File: config.mk
export PLATFORM = sky130hd
export DESIGN_NAME = lane_top
export DESIGN_NICKNAME = d
export VERILOG_FILES = /design/src/common/lane_pkg.sv /design/src/vfu/lane_alu.sv /design/src/vfu/lane_multiplier.sv /design/src/vrf/vector_regfile.sv /design/src/vrf/result_writeback.sv /design/src/source/lane_sequencer.sv /design/src/source/lane_top.sv
export SDC_FILE = /design/constraint.sdc
export NUM_CORES = 2
export LEC_CHECK = 0
export CORE_MARGIN = 5
export CORE_UTILIZATION = 25
export CTS_BUF_LIST = sky130_fd_sc_hd__clkbuf_16
export DETAILED_ROUTE_END_ITERATION = 16
export DONT_BUFFER_PORTS = 1
export PLACE_DENSITY = 0.37
export RECOVER_POWER = 25
export SKIP_LAST_GASP = 1
export SYNTH_ARGS = -nofsm -noshare
export SYNTH_HDL_FRONTEND = slang
export SYNTH_SLANG_ARGS = --single-unit
File: constraint.sdc
create_clock -name clk_i -period 5.4 [get_ports clk_i]
set_clock_uncertainty 0.2 [all_clocks]
set_input_delay 0.54 -clock clk_i [delete_from_list [all_inputs] [get_ports clk_i]]
set_output_delay 0.54 -clock clk_i [all_outputs]
set_load 0.05 [all_outputs]
File: src/common/lane_pkg.sv
package lane_pkg;

  ////////////////////////////////////////////////////////////
  // Lane geometry
  ////////////////////////////////////////////////////////////

  // Vector registers held in the lane
  localparam int unsigned NrVRegs = 8;

  // Elements per vector register
  localparam int unsigned VecElems = 4;

  // Datapath width of one element
  localparam int unsigned ElemWidth = 16;

  // Index widths derived from the geometry
  localparam int unsigned VRegIdxWidth = $clog2(NrVRegs);
  localparam int unsigned ElemIdxWidth = $clog2(VecElems);

  ////////////////////////////////////////////////////////////
  // Types
  ////////////////////////////////////////////////////////////

  // One element of a vector register
  typedef logic [ElemWidth-1:0] elem_t;

  // Register and element indices
  typedef logic [VRegIdxWidth-1:0] vreg_idx_t;
  typedef logic [ElemIdxWidth-1:0] elem_idx_t;

  // Element-wise opcodes
  // OP_VMUL runs on the multiplier, all others on the ALU
  typedef enum logic [2:0] {
    OP_VADD = 3'd0,
    OP_VSUB = 3'd1,
    OP_VAND = 3'd2,
    OP_VXOR = 3'd3,
    OP_VMUL = 3'd4
  } lane_op_e;

  // Index of the last element in a register
  localparam elem_idx_t LastElem = elem_idx_t'(VecElems - 1);

endpackage : lane_pkg

File: src/vfu/lane_alu.sv
`timescale 1ns/10ps

module lane_alu import lane_pkg::*; (
  input  logic      clk_i,
  input  logic      rst_ni,
  input  logic      issue_i,
  input  lane_op_e  op_i,
  input  vreg_idx_t vd_i,
  input  elem_idx_t elem_i,
  input  elem_t     opa_i,
  input  elem_t     opb_i,
  output logic      res_valid_o,
  output vreg_idx_t res_vd_o,
  output elem_idx_t res_elem_o,
  output elem_t     res_data_o
);

  elem_t     res_d, res_q;
  logic      valid_q;
  vreg_idx_t vd_q;
  elem_idx_t elem_q;

  // Arithmetic wraps at the element width
  always_comb begin
    case (op_i)
      OP_VADD: res_d = opa_i + opb_i;
      OP_VSUB: res_d = opa_i - opb_i;
      OP_VAND: res_d = opa_i & opb_i;
      OP_VXOR: res_d = opa_i ^ opb_i;
      default: res_d = '0;
    endcase
  end

  always_ff @(posedge clk_i or negedge rst_ni) begin
    if (!rst_ni) begin
      valid_q <= 1'b0;
      vd_q    <= '0;
      elem_q  <= '0;
      res_q   <= '0;
    end else begin
      valid_q <= issue_i;
      if (issue_i) begin
        vd_q   <= vd_i;
        elem_q <= elem_i;
        res_q  <= res_d;
      end
    end
  end

  assign res_valid_o = valid_q;
  assign res_vd_o    = vd_q;
  assign res_elem_o  = elem_q;
  assign res_data_o  = res_q;

endmodule : lane_alu

File: src/vfu/lane_multiplier.sv
`timescale 1ns/10ps

module lane_multiplier import lane_pkg::*; (
  input  logic      clk_i,
  input  logic      rst_ni,
  input  logic      issue_i,
  input  vreg_idx_t vd_i,
  input  elem_idx_t elem_i,
  input  elem_t     opa_i,
  input  elem_t     opb_i,
  output logic      res_valid_o,
  output vreg_idx_t res_vd_o,
  output elem_idx_t res_elem_o,
  output elem_t     res_data_o
);

  ////////////////////////////////////////////////////////////
  // Stage 1: partial products on the two bytes of opb
  ////////////////////////////////////////////////////////////

  logic      s1_valid_q;
  vreg_idx_t s1_vd_q;
  elem_idx_t s1_elem_q;
  elem_t     pp_lo_q;
  // Upper product only reaches the top byte of the low half
  logic [7:0] pp_hi_q;

  always_ff @(posedge clk_i or negedge rst_ni) begin
    if (!rst_ni) begin
      s1_valid_q <= 1'b0;
      s1_vd_q    <= '0;
      s1_elem_q  <= '0;
      pp_lo_q    <= '0;
      pp_hi_q    <= '0;
    end else begin
      s1_valid_q <= issue_i;
      if (issue_i) begin
        s1_vd_q   <= vd_i;
        s1_elem_q <= elem_i;
        pp_lo_q   <= opa_i * opb_i[7:0];
        pp_hi_q   <= opa_i[7:0] * opb_i[15:8];
      end
    end
  end

  ////////////////////////////////////////////////////////////
  // Stage 2: sum, low half of the product
  ////////////////////////////////////////////////////////////

  logic      s2_valid_q;
  vreg_idx_t s2_vd_q;
  elem_idx_t s2_elem_q;
  elem_t     s2_res_q;

  always_ff @(posedge clk_i or negedge rst_ni) begin
    if (!rst_ni) begin
      s2_valid_q <= 1'b0;
      s2_vd_q    <= '0;
      s2_elem_q  <= '0;
      s2_res_q   <= '0;
    end else begin
      s2_valid_q <= s1_valid_q;
      if (s1_valid_q) begin
        s2_vd_q   <= s1_vd_q;
        s2_elem_q <= s1_elem_q;
        s2_res_q  <= pp_lo_q + {pp_hi_q, 8'h00};
      end
    end
  end

  assign res_valid_o = s2_valid_q;
  assign res_vd_o    = s2_vd_q;
  assign res_elem_o  = s2_elem_q;
  assign res_data_o  = s2_res_q;

endmodule : lane_multiplier

File: src/vrf/vector_regfile.sv
`timescale 1ns/10ps

module vector_regfile import lane_pkg::*; (
  input  logic      clk_i,
  input  logic      rst_ni,
  // Operand read ports
  input  vreg_idx_t opa_vreg_i,
  input  vreg_idx_t opb_vreg_i,
  input  elem_idx_t op_elem_i,
  output elem_t     opa_o,
  output elem_t     opb_o,
  // Writeback write
  input  logic      wb_valid_i,
  input  vreg_idx_t wb_vreg_i,
  input  elem_idx_t wb_elem_i,
  input  elem_t     wb_data_i,
  // External load write
  input  logic      wr_valid_i,
  input  vreg_idx_t wr_vreg_i,
  input  elem_idx_t wr_elem_i,
  input  elem_t     wr_data_i,
  // External store read
  input  logic      rd_req_i,
  input  vreg_idx_t rd_vreg_i,
  input  elem_idx_t rd_elem_i,
  output elem_t     rd_data_o,
  output logic      rd_valid_o
);

  elem_t mem_q [NrVRegs][VecElems];

  elem_t opa_q, opb_q, rd_data_q;
  logic  rd_valid_q;

  // Shared write port, writeback has priority
  logic      we;
  vreg_idx_t waddr_vreg;
  elem_idx_t waddr_elem;
  elem_t     wdata;

  assign we         = wb_valid_i | wr_valid_i;
  assign waddr_vreg = wb_valid_i ? wb_vreg_i : wr_vreg_i;
  assign waddr_elem = wb_valid_i ? wb_elem_i : wr_elem_i;
  assign wdata      = wb_valid_i ? wb_data_i : wr_data_i;

  ////////////////////////////////////////////////////////////
  // Storage and registered reads
  ////////////////////////////////////////////////////////////

  always_ff @(posedge clk_i or negedge rst_ni) begin
    if (!rst_ni) begin
      mem_q      <= '{default: '0};
      opa_q      <= '0;
      opb_q      <= '0;
      rd_data_q  <= '0;
      rd_valid_q <= 1'b0;
    end else begin
      if (we) begin
        mem_q[waddr_vreg][waddr_elem] <= wdata;
      end
      // Reads return the value before a same-cycle write
      opa_q      <= mem_q[opa_vreg_i][op_elem_i];
      opb_q      <= mem_q[opb_vreg_i][op_elem_i];
      rd_valid_q <= rd_req_i;
      if (rd_req_i) begin
        rd_data_q <= mem_q[rd_vreg_i][rd_elem_i];
      end
    end
  end

  assign opa_o      = opa_q;
  assign opb_o      = opb_q;
  assign rd_data_o  = rd_data_q;
  assign rd_valid_o = rd_valid_q;

endmodule : vector_regfile

File: src/vrf/result_writeback.sv
`timescale 1ns/10ps

module result_writeback import lane_pkg::*; (
  input  logic      clk_i,
  input  logic      rst_ni,
  // ALU result stream
  input  logic      alu_res_valid_i,
  input  vreg_idx_t alu_res_vd_i,
  input  elem_idx_t alu_res_elem_i,
  input  elem_t     alu_res_data_i,
  // Multiplier result stream
  input  logic      mul_res_valid_i,
  input  vreg_idx_t mul_res_vd_i,
  input  elem_idx_t mul_res_elem_i,
  input  elem_t     mul_res_data_i,
  // Register-file write
  output logic      wb_valid_o,
  output vreg_idx_t wb_vreg_o,
  output elem_idx_t wb_elem_o,
  output elem_t     wb_data_o,
  output logic      done_o
);

  elem_idx_t wb_cnt_q;
  logic      done_q;

  // Only one stream is active at a time
  assign wb_valid_o = alu_res_valid_i | mul_res_valid_i;
  assign wb_vreg_o  = alu_res_valid_i ? alu_res_vd_i   : mul_res_vd_i;
  assign wb_elem_o  = alu_res_valid_i ? alu_res_elem_i : mul_res_elem_i;
  assign wb_data_o  = alu_res_valid_i ? alu_res_data_i : mul_res_data_i;

  // Count element writes, pulse done after the last one
  always_ff @(posedge clk_i or negedge rst_ni) begin
    if (!rst_ni) begin
      wb_cnt_q <= '0;
      done_q   <= 1'b0;
    end else begin
      done_q <= wb_valid_o && (wb_cnt_q == LastElem);
      if (wb_valid_o) begin
        wb_cnt_q <= wb_cnt_q + 1'b1;
      end
    end
  end

  assign done_o = done_q;

endmodule : result_writeback

File: src/source/lane_sequencer.sv
`timescale 1ns/10ps

module lane_sequencer import lane_pkg::*; (
  input  logic      clk_i,
  input  logic      rst_ni,
  // Instruction strobe
  input  logic      insn_valid_i,
  input  lane_op_e  insn_op_i,
  input  vreg_idx_t insn_vd_i,
  input  vreg_idx_t insn_vs1_i,
  input  vreg_idx_t insn_vs2_i,
  // End of instruction from writeback
  input  logic      done_i,
  output logic      busy_o,
  // Operand read addresses
  output vreg_idx_t opa_vreg_o,
  output vreg_idx_t opb_vreg_o,
  output elem_idx_t op_elem_o,
  // Unit issue, aligned with the registered operands
  output logic      alu_issue_o,
  output logic      mul_issue_o,
  output lane_op_e  issue_op_o,
  output vreg_idx_t issue_vd_o,
  output elem_idx_t issue_elem_o
);

  typedef enum logic [1:0] {
    SEQ_IDLE,
    SEQ_ISSUE,
    SEQ_WAIT
  } seq_state_e;

  seq_state_e state_q;

  // Latched instruction
  lane_op_e  op_q;
  vreg_idx_t vd_q, vs1_q, vs2_q;
  elem_idx_t elem_q;

  // Issue stage, one cycle behind the read
  logic      alu_issue_q, mul_issue_q;
  elem_idx_t issue_elem_q;

  ////////////////////////////////////////////////////////////
  // Control FSM
  ////////////////////////////////////////////////////////////

  always_ff @(posedge clk_i or negedge rst_ni) begin
    if (!rst_ni) begin
      state_q <= SEQ_IDLE;
      op_q    <= OP_VADD;
      vd_q    <= '0;
      vs1_q   <= '0;
      vs2_q   <= '0;
      elem_q  <= '0;
    end else begin
      case (state_q)
        SEQ_IDLE: begin
          if (insn_valid_i) begin
            op_q    <= insn_op_i;
            vd_q    <= insn_vd_i;
            vs1_q   <= insn_vs1_i;
            vs2_q   <= insn_vs2_i;
            elem_q  <= '0;
            state_q <= SEQ_ISSUE;
          end
        end
        SEQ_ISSUE: begin
          // One element read per cycle
          elem_q <= elem_q + 1'b1;
          if (elem_q == LastElem) begin
            state_q <= SEQ_WAIT;
          end
        end
        SEQ_WAIT: begin
          if (done_i) begin
            state_q <= SEQ_IDLE;
          end
        end
        default: state_q <= SEQ_IDLE;
      endcase
    end
  end

  // Delay the strobe by the register-file read latency
  always_ff @(posedge clk_i or negedge rst_ni) begin
    if (!rst_ni) begin
      alu_issue_q  <= 1'b0;
      mul_issue_q  <= 1'b0;
      issue_elem_q <= '0;
    end else begin
      alu_issue_q  <= (state_q == SEQ_ISSUE) && (op_q != OP_VMUL);
      mul_issue_q  <= (state_q == SEQ_ISSUE) && (op_q == OP_VMUL);
      issue_elem_q <= elem_q;
    end
  end

  assign busy_o       = (state_q != SEQ_IDLE);
  assign opa_vreg_o   = vs1_q;
  assign opb_vreg_o   = vs2_q;
  assign op_elem_o    = elem_q;
  assign alu_issue_o  = alu_issue_q;
  assign mul_issue_o  = mul_issue_q;
  // Opcode and destination stay latched until the next instruction
  assign issue_op_o   = op_q;
  assign issue_vd_o   = vd_q;
  assign issue_elem_o = issue_elem_q;

endmodule : lane_sequencer

File: src/source/lane_top.sv
`timescale 1ns/10ps

module lane_top import lane_pkg::*; (
  input  logic      clk_i,
  input  logic      rst_ni,
  // Instruction dispatch
  input  logic      insn_valid_i,
  input  lane_op_e  insn_op_i,
  input  vreg_idx_t insn_vd_i,
  input  vreg_idx_t insn_vs1_i,
  input  vreg_idx_t insn_vs2_i,
  // Load port
  input  logic      wr_valid_i,
  input  vreg_idx_t wr_vreg_i,
  input  elem_idx_t wr_elem_i,
  input  elem_t     wr_data_i,
  // Store port
  input  logic      rd_req_i,
  input  vreg_idx_t rd_vreg_i,
  input  elem_idx_t rd_elem_i,
  output elem_t     rd_data_o,
  output logic      rd_valid_o,
  // Status
  output logic      busy_o,
  output logic      done_o
);

  ////////////////////////////////////////////////////////////
  // Internal links
  ////////////////////////////////////////////////////////////

  // Operand fetch
  vreg_idx_t opa_vreg, opb_vreg;
  elem_idx_t op_elem;
  elem_t     opa, opb;

  // Unit issue
  logic      alu_issue, mul_issue;
  lane_op_e  issue_op;
  vreg_idx_t issue_vd;
  elem_idx_t issue_elem;

  // Result streams
  logic      alu_res_valid, mul_res_valid;
  vreg_idx_t alu_res_vd, mul_res_vd;
  elem_idx_t alu_res_elem, mul_res_elem;
  elem_t     alu_res_data, mul_res_data;

  // Register-file write from writeback
  logic      wb_valid;
  vreg_idx_t wb_vreg;
  elem_idx_t wb_elem;
  elem_t     wb_data;

  lane_sequencer u_sequencer (
    .clk_i       (clk_i       ),
    .rst_ni      (rst_ni      ),
    .insn_valid_i(insn_valid_i),
    .insn_op_i   (insn_op_i   ),
    .insn_vd_i   (insn_vd_i   ),
    .insn_vs1_i  (insn_vs1_i  ),
    .insn_vs2_i  (insn_vs2_i  ),
    .done_i      (done_o      ),
    .busy_o      (busy_o      ),
    .opa_vreg_o  (opa_vreg    ),
    .opb_vreg_o  (opb_vreg    ),
    .op_elem_o   (op_elem     ),
    .alu_issue_o (alu_issue   ),
    .mul_issue_o (mul_issue   ),
    .issue_op_o  (issue_op    ),
    .issue_vd_o  (issue_vd    ),
    .issue_elem_o(issue_elem  )
  );

  vector_regfile u_vrf (
    .clk_i     (clk_i     ),
    .rst_ni    (rst_ni    ),
    .opa_vreg_i(opa_vreg  ),
    .opb_vreg_i(opb_vreg  ),
    .op_elem_i (op_elem   ),
    .opa_o     (opa       ),
    .opb_o     (opb       ),
    .wb_valid_i(wb_valid  ),
    .wb_vreg_i (wb_vreg   ),
    .wb_elem_i (wb_elem   ),
    .wb_data_i (wb_data   ),
    .wr_valid_i(wr_valid_i),
    .wr_vreg_i (wr_vreg_i ),
    .wr_elem_i (wr_elem_i ),
    .wr_data_i (wr_data_i ),
    .rd_req_i  (rd_req_i  ),
    .rd_vreg_i (rd_vreg_i ),
    .rd_elem_i (rd_elem_i ),
    .rd_data_o (rd_data_o ),
    .rd_valid_o(rd_valid_o)
  );

  lane_alu u_alu (
    .clk_i      (clk_i        ),
    .rst_ni     (rst_ni       ),
    .issue_i    (alu_issue    ),
    .op_i       (issue_op     ),
    .vd_i       (issue_vd     ),
    .elem_i     (issue_elem   ),
    .opa_i      (opa          ),
    .opb_i      (opb          ),
    .res_valid_o(alu_res_valid),
    .res_vd_o   (alu_res_vd   ),
    .res_elem_o (alu_res_elem ),
    .res_data_o (alu_res_data )
  );

  lane_multiplier u_mul (
    .clk_i      (clk_i        ),
    .rst_ni     (rst_ni       ),
    .issue_i    (mul_issue    ),
    .vd_i       (issue_vd     ),
    .elem_i     (issue_elem   ),
    .opa_i      (opa          ),
    .opb_i      (opb          ),
    .res_valid_o(mul_res_valid),
    .res_vd_o   (mul_res_vd   ),
    .res_elem_o (mul_res_elem ),
    .res_data_o (mul_res_data )
  );

  result_writeback u_wb (
    .clk_i          (clk_i        ),
    .rst_ni         (rst_ni       ),
    .alu_res_valid_i(alu_res_valid),
    .alu_res_vd_i   (alu_res_vd   ),
    .alu_res_elem_i (alu_res_elem ),
    .alu_res_data_i (alu_res_data ),
    .mul_res_valid_i(mul_res_valid),
    .mul_res_vd_i   (mul_res_vd   ),
    .mul_res_elem_i (mul_res_elem ),
    .mul_res_data_i (mul_res_data ),
    .wb_valid_o     (wb_valid     ),
    .wb_vreg_o      (wb_vreg      ),
    .wb_elem_o      (wb_elem      ),
    .wb_data_o      (wb_data      ),
    .done_o         (done_o       )
  );

endmodule : lane_top

# == Yosys cells after proc, flatten, opt, wreduce, memory -nomap -nowiden ==
# Cells that the tools add are included.
# classes
add_sub_neg,5
mul,2
div,0
n_lt_le_gt_ge,9
n_eq_ne,12
shift,0
muxes,36
bitwise_logic,11
n_reduce_logical,12
# op_table
operator,n
$bmux 64 s3,3
$bwmux 512,1
$mux 64,7
$demux 64 s3,1
$mux 16,9
$bmux 16 s2,3
$pmux 16 s4,1
$add 16x16->16,2
$demux 16 s2,1
$and 16x16->16,1
$ge 4x4->1 const B,4
$mul 16x8->16,1
$not 3->4,4
$sub 16x16->16,1
$xor 16x16->16,1
$mux 2,6
$ge 3x3->1 const B,3
$not 2->3,3
$mul 8x8->8,1
$eq 2x2->1 const B,3
$eq 3x2->1 const B,2
$mux 3,2
$pmux 2 s3,1
$logic_and 1x1->1,5
other kinds (16),21
# word_totals
regBits,658
latch_bits,0
ramBits,0
romBits,0
in_bits,43
out_inout_bits,19
word_cells,147
n_memories,0

# == Depth between registers and ports, before layout ==
# depth
ltp_word,10
ltp_mapped,18
mapped_depth_nobuf,17

# == By module ==
# From an unflattened synthesis, not the netlist that was laid out.
# unflattened
hier_cells,3737
hier_area_um2,41466.0
# by_module_without_submodules
mod,n_inst,cells_each,area_each_um2,seq_area_each_um2
vector_regfile,1,2795,31989.4,14038.5
lane_multiplier,1,593,5805.6,1301.2
lane_alu,1,269,2446.1,550.5
lane_sequencer,1,48,763.2,500.5
result_writeback,1,32,461.7,75.1

# == Worst setup path after synthesis ==
# No wires, ideal clock.
# synth_path
path_kind,reg2reg
start,"register u_vrf.opb_q[3], in the netlist u_vrf.opb_o[3]"
end,register u_mul.pp_lo_q[12]
setup_time_ns,0.120
arrival_time_ns,4.318
required_time_ns,5.080
path_slack_ns,0.762
path_stages_with_launch,16
path_buffers,1
period_less_slack_ns,4.638
cell_sequence,dfrtp_1 clkbuf_1 and2_1 fa_1 inv_1 fa_1 inv_1 fa_1 inv_1 fa_1 inv_1 ha_1 or4_1 o211a_1 or3_1 a31o_2
# synth_via
elab_chain_cells,1
# synth_lines
element,line_no,rtl
from (decl),vector_regfile.sv:32,"elem_t opa_q, opb_q, rd_data_q;"
from (signal assigned),vector_regfile.sv:63,opb_q <= mem_q[opb_vreg_i][op_elem_i];
$mul 16x8->16,lane_multiplier.sv:40,pp_lo_q <= opa_i * opb_i[7:0];
to (signal assigned),lane_multiplier.sv:40,
to (decl),lane_multiplier.sv:24,elem_t pp_lo_q;
# No other way between the ends.
# A chain may end at the register's enable or synchronous reset.

# == Final worst setup path ==
# layout_path
start,"register u_vrf.opb_q[3], in the netlist u_vrf.opb_o[3]"
end,register u_mul.pp_lo_q[15]
# The elaborated chain is that of the path after synthesis.

==> impl_metrics.csv <==
group,metric,value,unit
floorplan,die_h,417,um
power_and_ir_drop,p_leak,0.0193,uW
grt,grt_pass1_vias,28200,
synthesis,synthFlopType,"dfrtp_1",
setup_path,crit_path_start_kind,"flop",
grt,antenna_found_initial,8,
placement,port_buffers,0,
setup_path,reg2regPathDepth,17,
detailed_routing,route.top_layer_used,"met4",
clock_network,clk_latency,680,ps
floorplan,die_area,0.174,mm^2
timing,relSlewSlack,-83.8,%
synthesis,synth_edf_count,0,
finish,seq_area,0.0165,mm^2
synthesis,async_reset_ff_share,100,%
timing,tns,0,ps
setup_path,slowest_stage,"dfrtp_1",
timing,drv_slew,84,
timing,worst_pin_slew,2760,ps
floorplan,pin_count,62,
synthesis,mappedNetlistArea,0.0414,mm^2
setup_path,critPathMaxFanout,12,
synthesis,synth_top_cell_by_area,"dfrtp_1",
timing,setup_violations,0,
detailed_routing,vias_per_cell,4.97,
timing,fin_crit_sh,90.0,%
status,outcome,"complete, but fails checks",
detailed_routing,wl_met3,6.00,mm
setup_path,end_kind,"flop",
clock_network,cts_max_level,3,
grt,grt_max_degree,659,
finish,nets,3351,
power_and_ir_drop,fin_total_pwr,29800,uW
power_and_ir_drop,ir_drop,0.380,mV
synthesis,synth_area_leaders,"dfrtp_1 40%, mux4_2 26%, mux2_2 7.2%, o21ai_0 4.3%, nand2_1 3.9%",
min_path,hp-class,"in2reg",
floorplan,core_area,0.165,mm^2
floorplan,num_rows,149,
min_path,min_path_cells,2,
finish,final_util,28.2,%
clock_network,clockRootBuffer,"clkbuf_16",
finish,areaGrowthSynthToFinish,12.5,%
finish,drive_gt1_share,30.4,%
setup_path,cp.arrival,5140,ps
status,violations,"max-capacitance violations, max-slew violations",
detailed_routing,antenna_left,0,
setup_path,cpPeakStageDelay,540,ps
timing,rsz0062_at_grt,"no",
detailed_routing,vias,26900,
clock_network,clkSlewWorstSetupHoldPaths,60,ps
timing,fmax,0.206,GHz
synthesis,yosys_warnings,0,
detailed_routing,met2WireLength,69.0,mm
detailed_routing,dr.first_iter.drc_count,1734,
synthesis,syn_inst,3246,
detailed_routing,drc,0,
flow_run,cap_violations,3,
setup_path,crit_path_cell_trace,"and2_1 > fa_1 > inv_1 > fa_1 > inv_1 > fa_1 > inv_1 > fa_1 > inv_1 > ha_1 > o21a_1 > o31a_1 > nor2b_1 > o31ai_1 > a31oi_1 > xnor2_1 > a21oi_1",
grt,grt.total_usage,16.9,%
clock_network,cts_resized,0,
synthesis,synth.net_count,3444,
setup_path,worstPathRequired,5680,ps
synthesis,ys_seq_elements,658,
floorplan,start_util,25.1,%
finish,layout.cells.non_filler,5410,
clock_network,cts_tree,"built",
synthesis,synth_cell_types,68,
clock_network,cts.path.max_buffers,3,
synthesis,synth.top_cell.area_share,39.8,%
setup_path,worstSetupPathType,"reg2reg",
detailed_routing,wl_per_cell,27.2,um
floorplan,die_width,417,um
grt,grt_pass1_wl,214,mm
synthesis,syn_area_per_cell,12.7,um^2
placement,dp_hpwl,92.8,mm
finish,fillers,16900,
placement,dp.cells,5233,
power_and_ir_drop,power_density,640,mW/mm^2
clock_network,numCtsBuffers,87,
finish,multiInputGateArea,0.0233,mm^2
placement,gp_congestion,0.751,
grt,overflow,0,
detailed_routing,wl_met1,69.1,mm
detailed_routing,routed_wl,147,mm
clock_network,clock_sinks,658,
synthesis,yosysSeqAreaShare,39.8,%
timing,hold_viol,0,
timing,fin_crit,4860,ps
detailed_routing,first_pass_iters,5,
-- worst max-delay path, delay by kind of cell (launching register included) --
| family | cells | cell delay (ps) |
|---|---|---|
| flops | 1 | 540 |
| compound gates | 5 | 970 |
| simple gates | 2 | 310 |
| xor+xnor | 1 | 160 |
| fa+ha+maj | 5 | 2300 |
| buf+inv | 4 | 190 |
-- cell usage in the layout (no fill, tap or decap), types with 7 or more instances in the layout --
master / n
mux2_1: 14
a21o_1: 15
o21ai_1: 20
nor2_4: 10
nor3_1: 9
nor2b_1: 9
mux4_2: 480
and2_1: 85
mux2_2: 265
a21oi_1: 52
clkbuf_16: 89
nand3_2: 10
nor2_1: 54
buf_12: 9
ha_1: 81
o21ai_0: 350
mux2i_1: 49
xnor2_1: 58
xor2_1: 12
o21a_1: 21
clkinv_1: 22
fa_1: 74
dfrtp_1: 652
buf_4: 66
clkinv_2: 10
inv_1: 147
nand2_1: 425
a31oi_1: 7
dlygate4sd3_1: 16
-- cell families (layout without fill, tap and decap cells) --
kind of cell,count (synthesis),count (layout),synth area share [%]
multiplexers,808,808,34.9
flip-flops,658,658,39.8
AND/OR/NAND/NOR,641,641,6.98
AO/OA/AOI/OAI,509,509,6.74
buffers and inverters,405,376,4.05
adder cells (fa/ha/maj),155,155,6.03
XOR/XNOR,70,70,1.48
other,0,4,0
-- Yosys cell counts, types with 54 or more instances --
cell type  number
inv_1         125
mux2_2        265
mux4_2        480
dfrtp_1       658
clkbuf_1      188
o21ai_0       356
xnor2_1        58
fa_1           74
and2_1         85
nor2_1         54
ha_1           81
nand2_1       425
-- stage by stage --
| step | instance area (um^2) | hold WS, ps | worst slack, ps |
|---|---|---|---|
| after floorplan | 41400 | 44.4 | 762 |
| after global placement | 43700 | 103 | 587 |
| after detailed placement | 43700 | 111 | 557 |
| after CTS | 46400 | -661 | 533 |
| after global routing | 46500 | 28.7 | 236 |
| final | 46500 | 64.7 | 542 |
-- cell type report --
class                   instances  area share (%)
multi-input cells            2183            50.0
flip-flops and latches        658            35.4
well taps                    2189            5.88
clock inverters                64           0.806
repair buffers                 98            2.06
diodes                          4          0.0215
inverters                     125            1.01
clock buffers                  89            4.79
-- path summary, 6_finish.rpt --
kind / slack [ps] / start / end
min in group asynchronous: 260 / rst_ni / u_vrf.mem_q[470]
max in group asynchronous: 1660 / rst_ni / u_vrf.mem_q[188]
worst min register to register: 270 / u_mul.pp_lo_q[7] / u_mul.pp_lo_q[7]
worst min-delay path: 60 / rd_elem_i[1] / u_vrf.rd_data_o[8]
worst max register to register: 540 / u_vrf.opb_o[3] / u_mul.pp_lo_q[15]
worst max-delay path: 540 / u_vrf.opb_o[3] / u_mul.pp_lo_q[15]
-- flip-flops by register name, indices dropped and copies added (netlist names), 8 cells and up --
signal,count
u_alu.res_data_o,16
u_mul.pp_hi_q,8
u_mul.pp_lo_q,16
u_mul.res_data_o,16
u_vrf.mem_q,512
u_vrf.opa_o,16
u_vrf.opb_o,16
u_vrf.rd_data_o,16
-- power by group --
part	total [uW]	leakage, uW	switching, uW	internal [uW]
registers	9510	0.00855	2540	6960
logic	14800	0.00940	7610	7190
clock network	5470	0.00136	2370	3100
total	29800	0.0193	12500	17300
-- what timing repair did --
action	CTS	global route
hold buffers	15	2
setup buffers	0	0
endpoints found under the hold margin	690	261
-- routing by layer --
layer,global-route usage [%],up-vias
met5,0,-
met4,3.88,0
met3,2.81,147
met2,27.3,473
met1,24.0,14500
li1,-,11800
(Power assumes the default switching activity.)
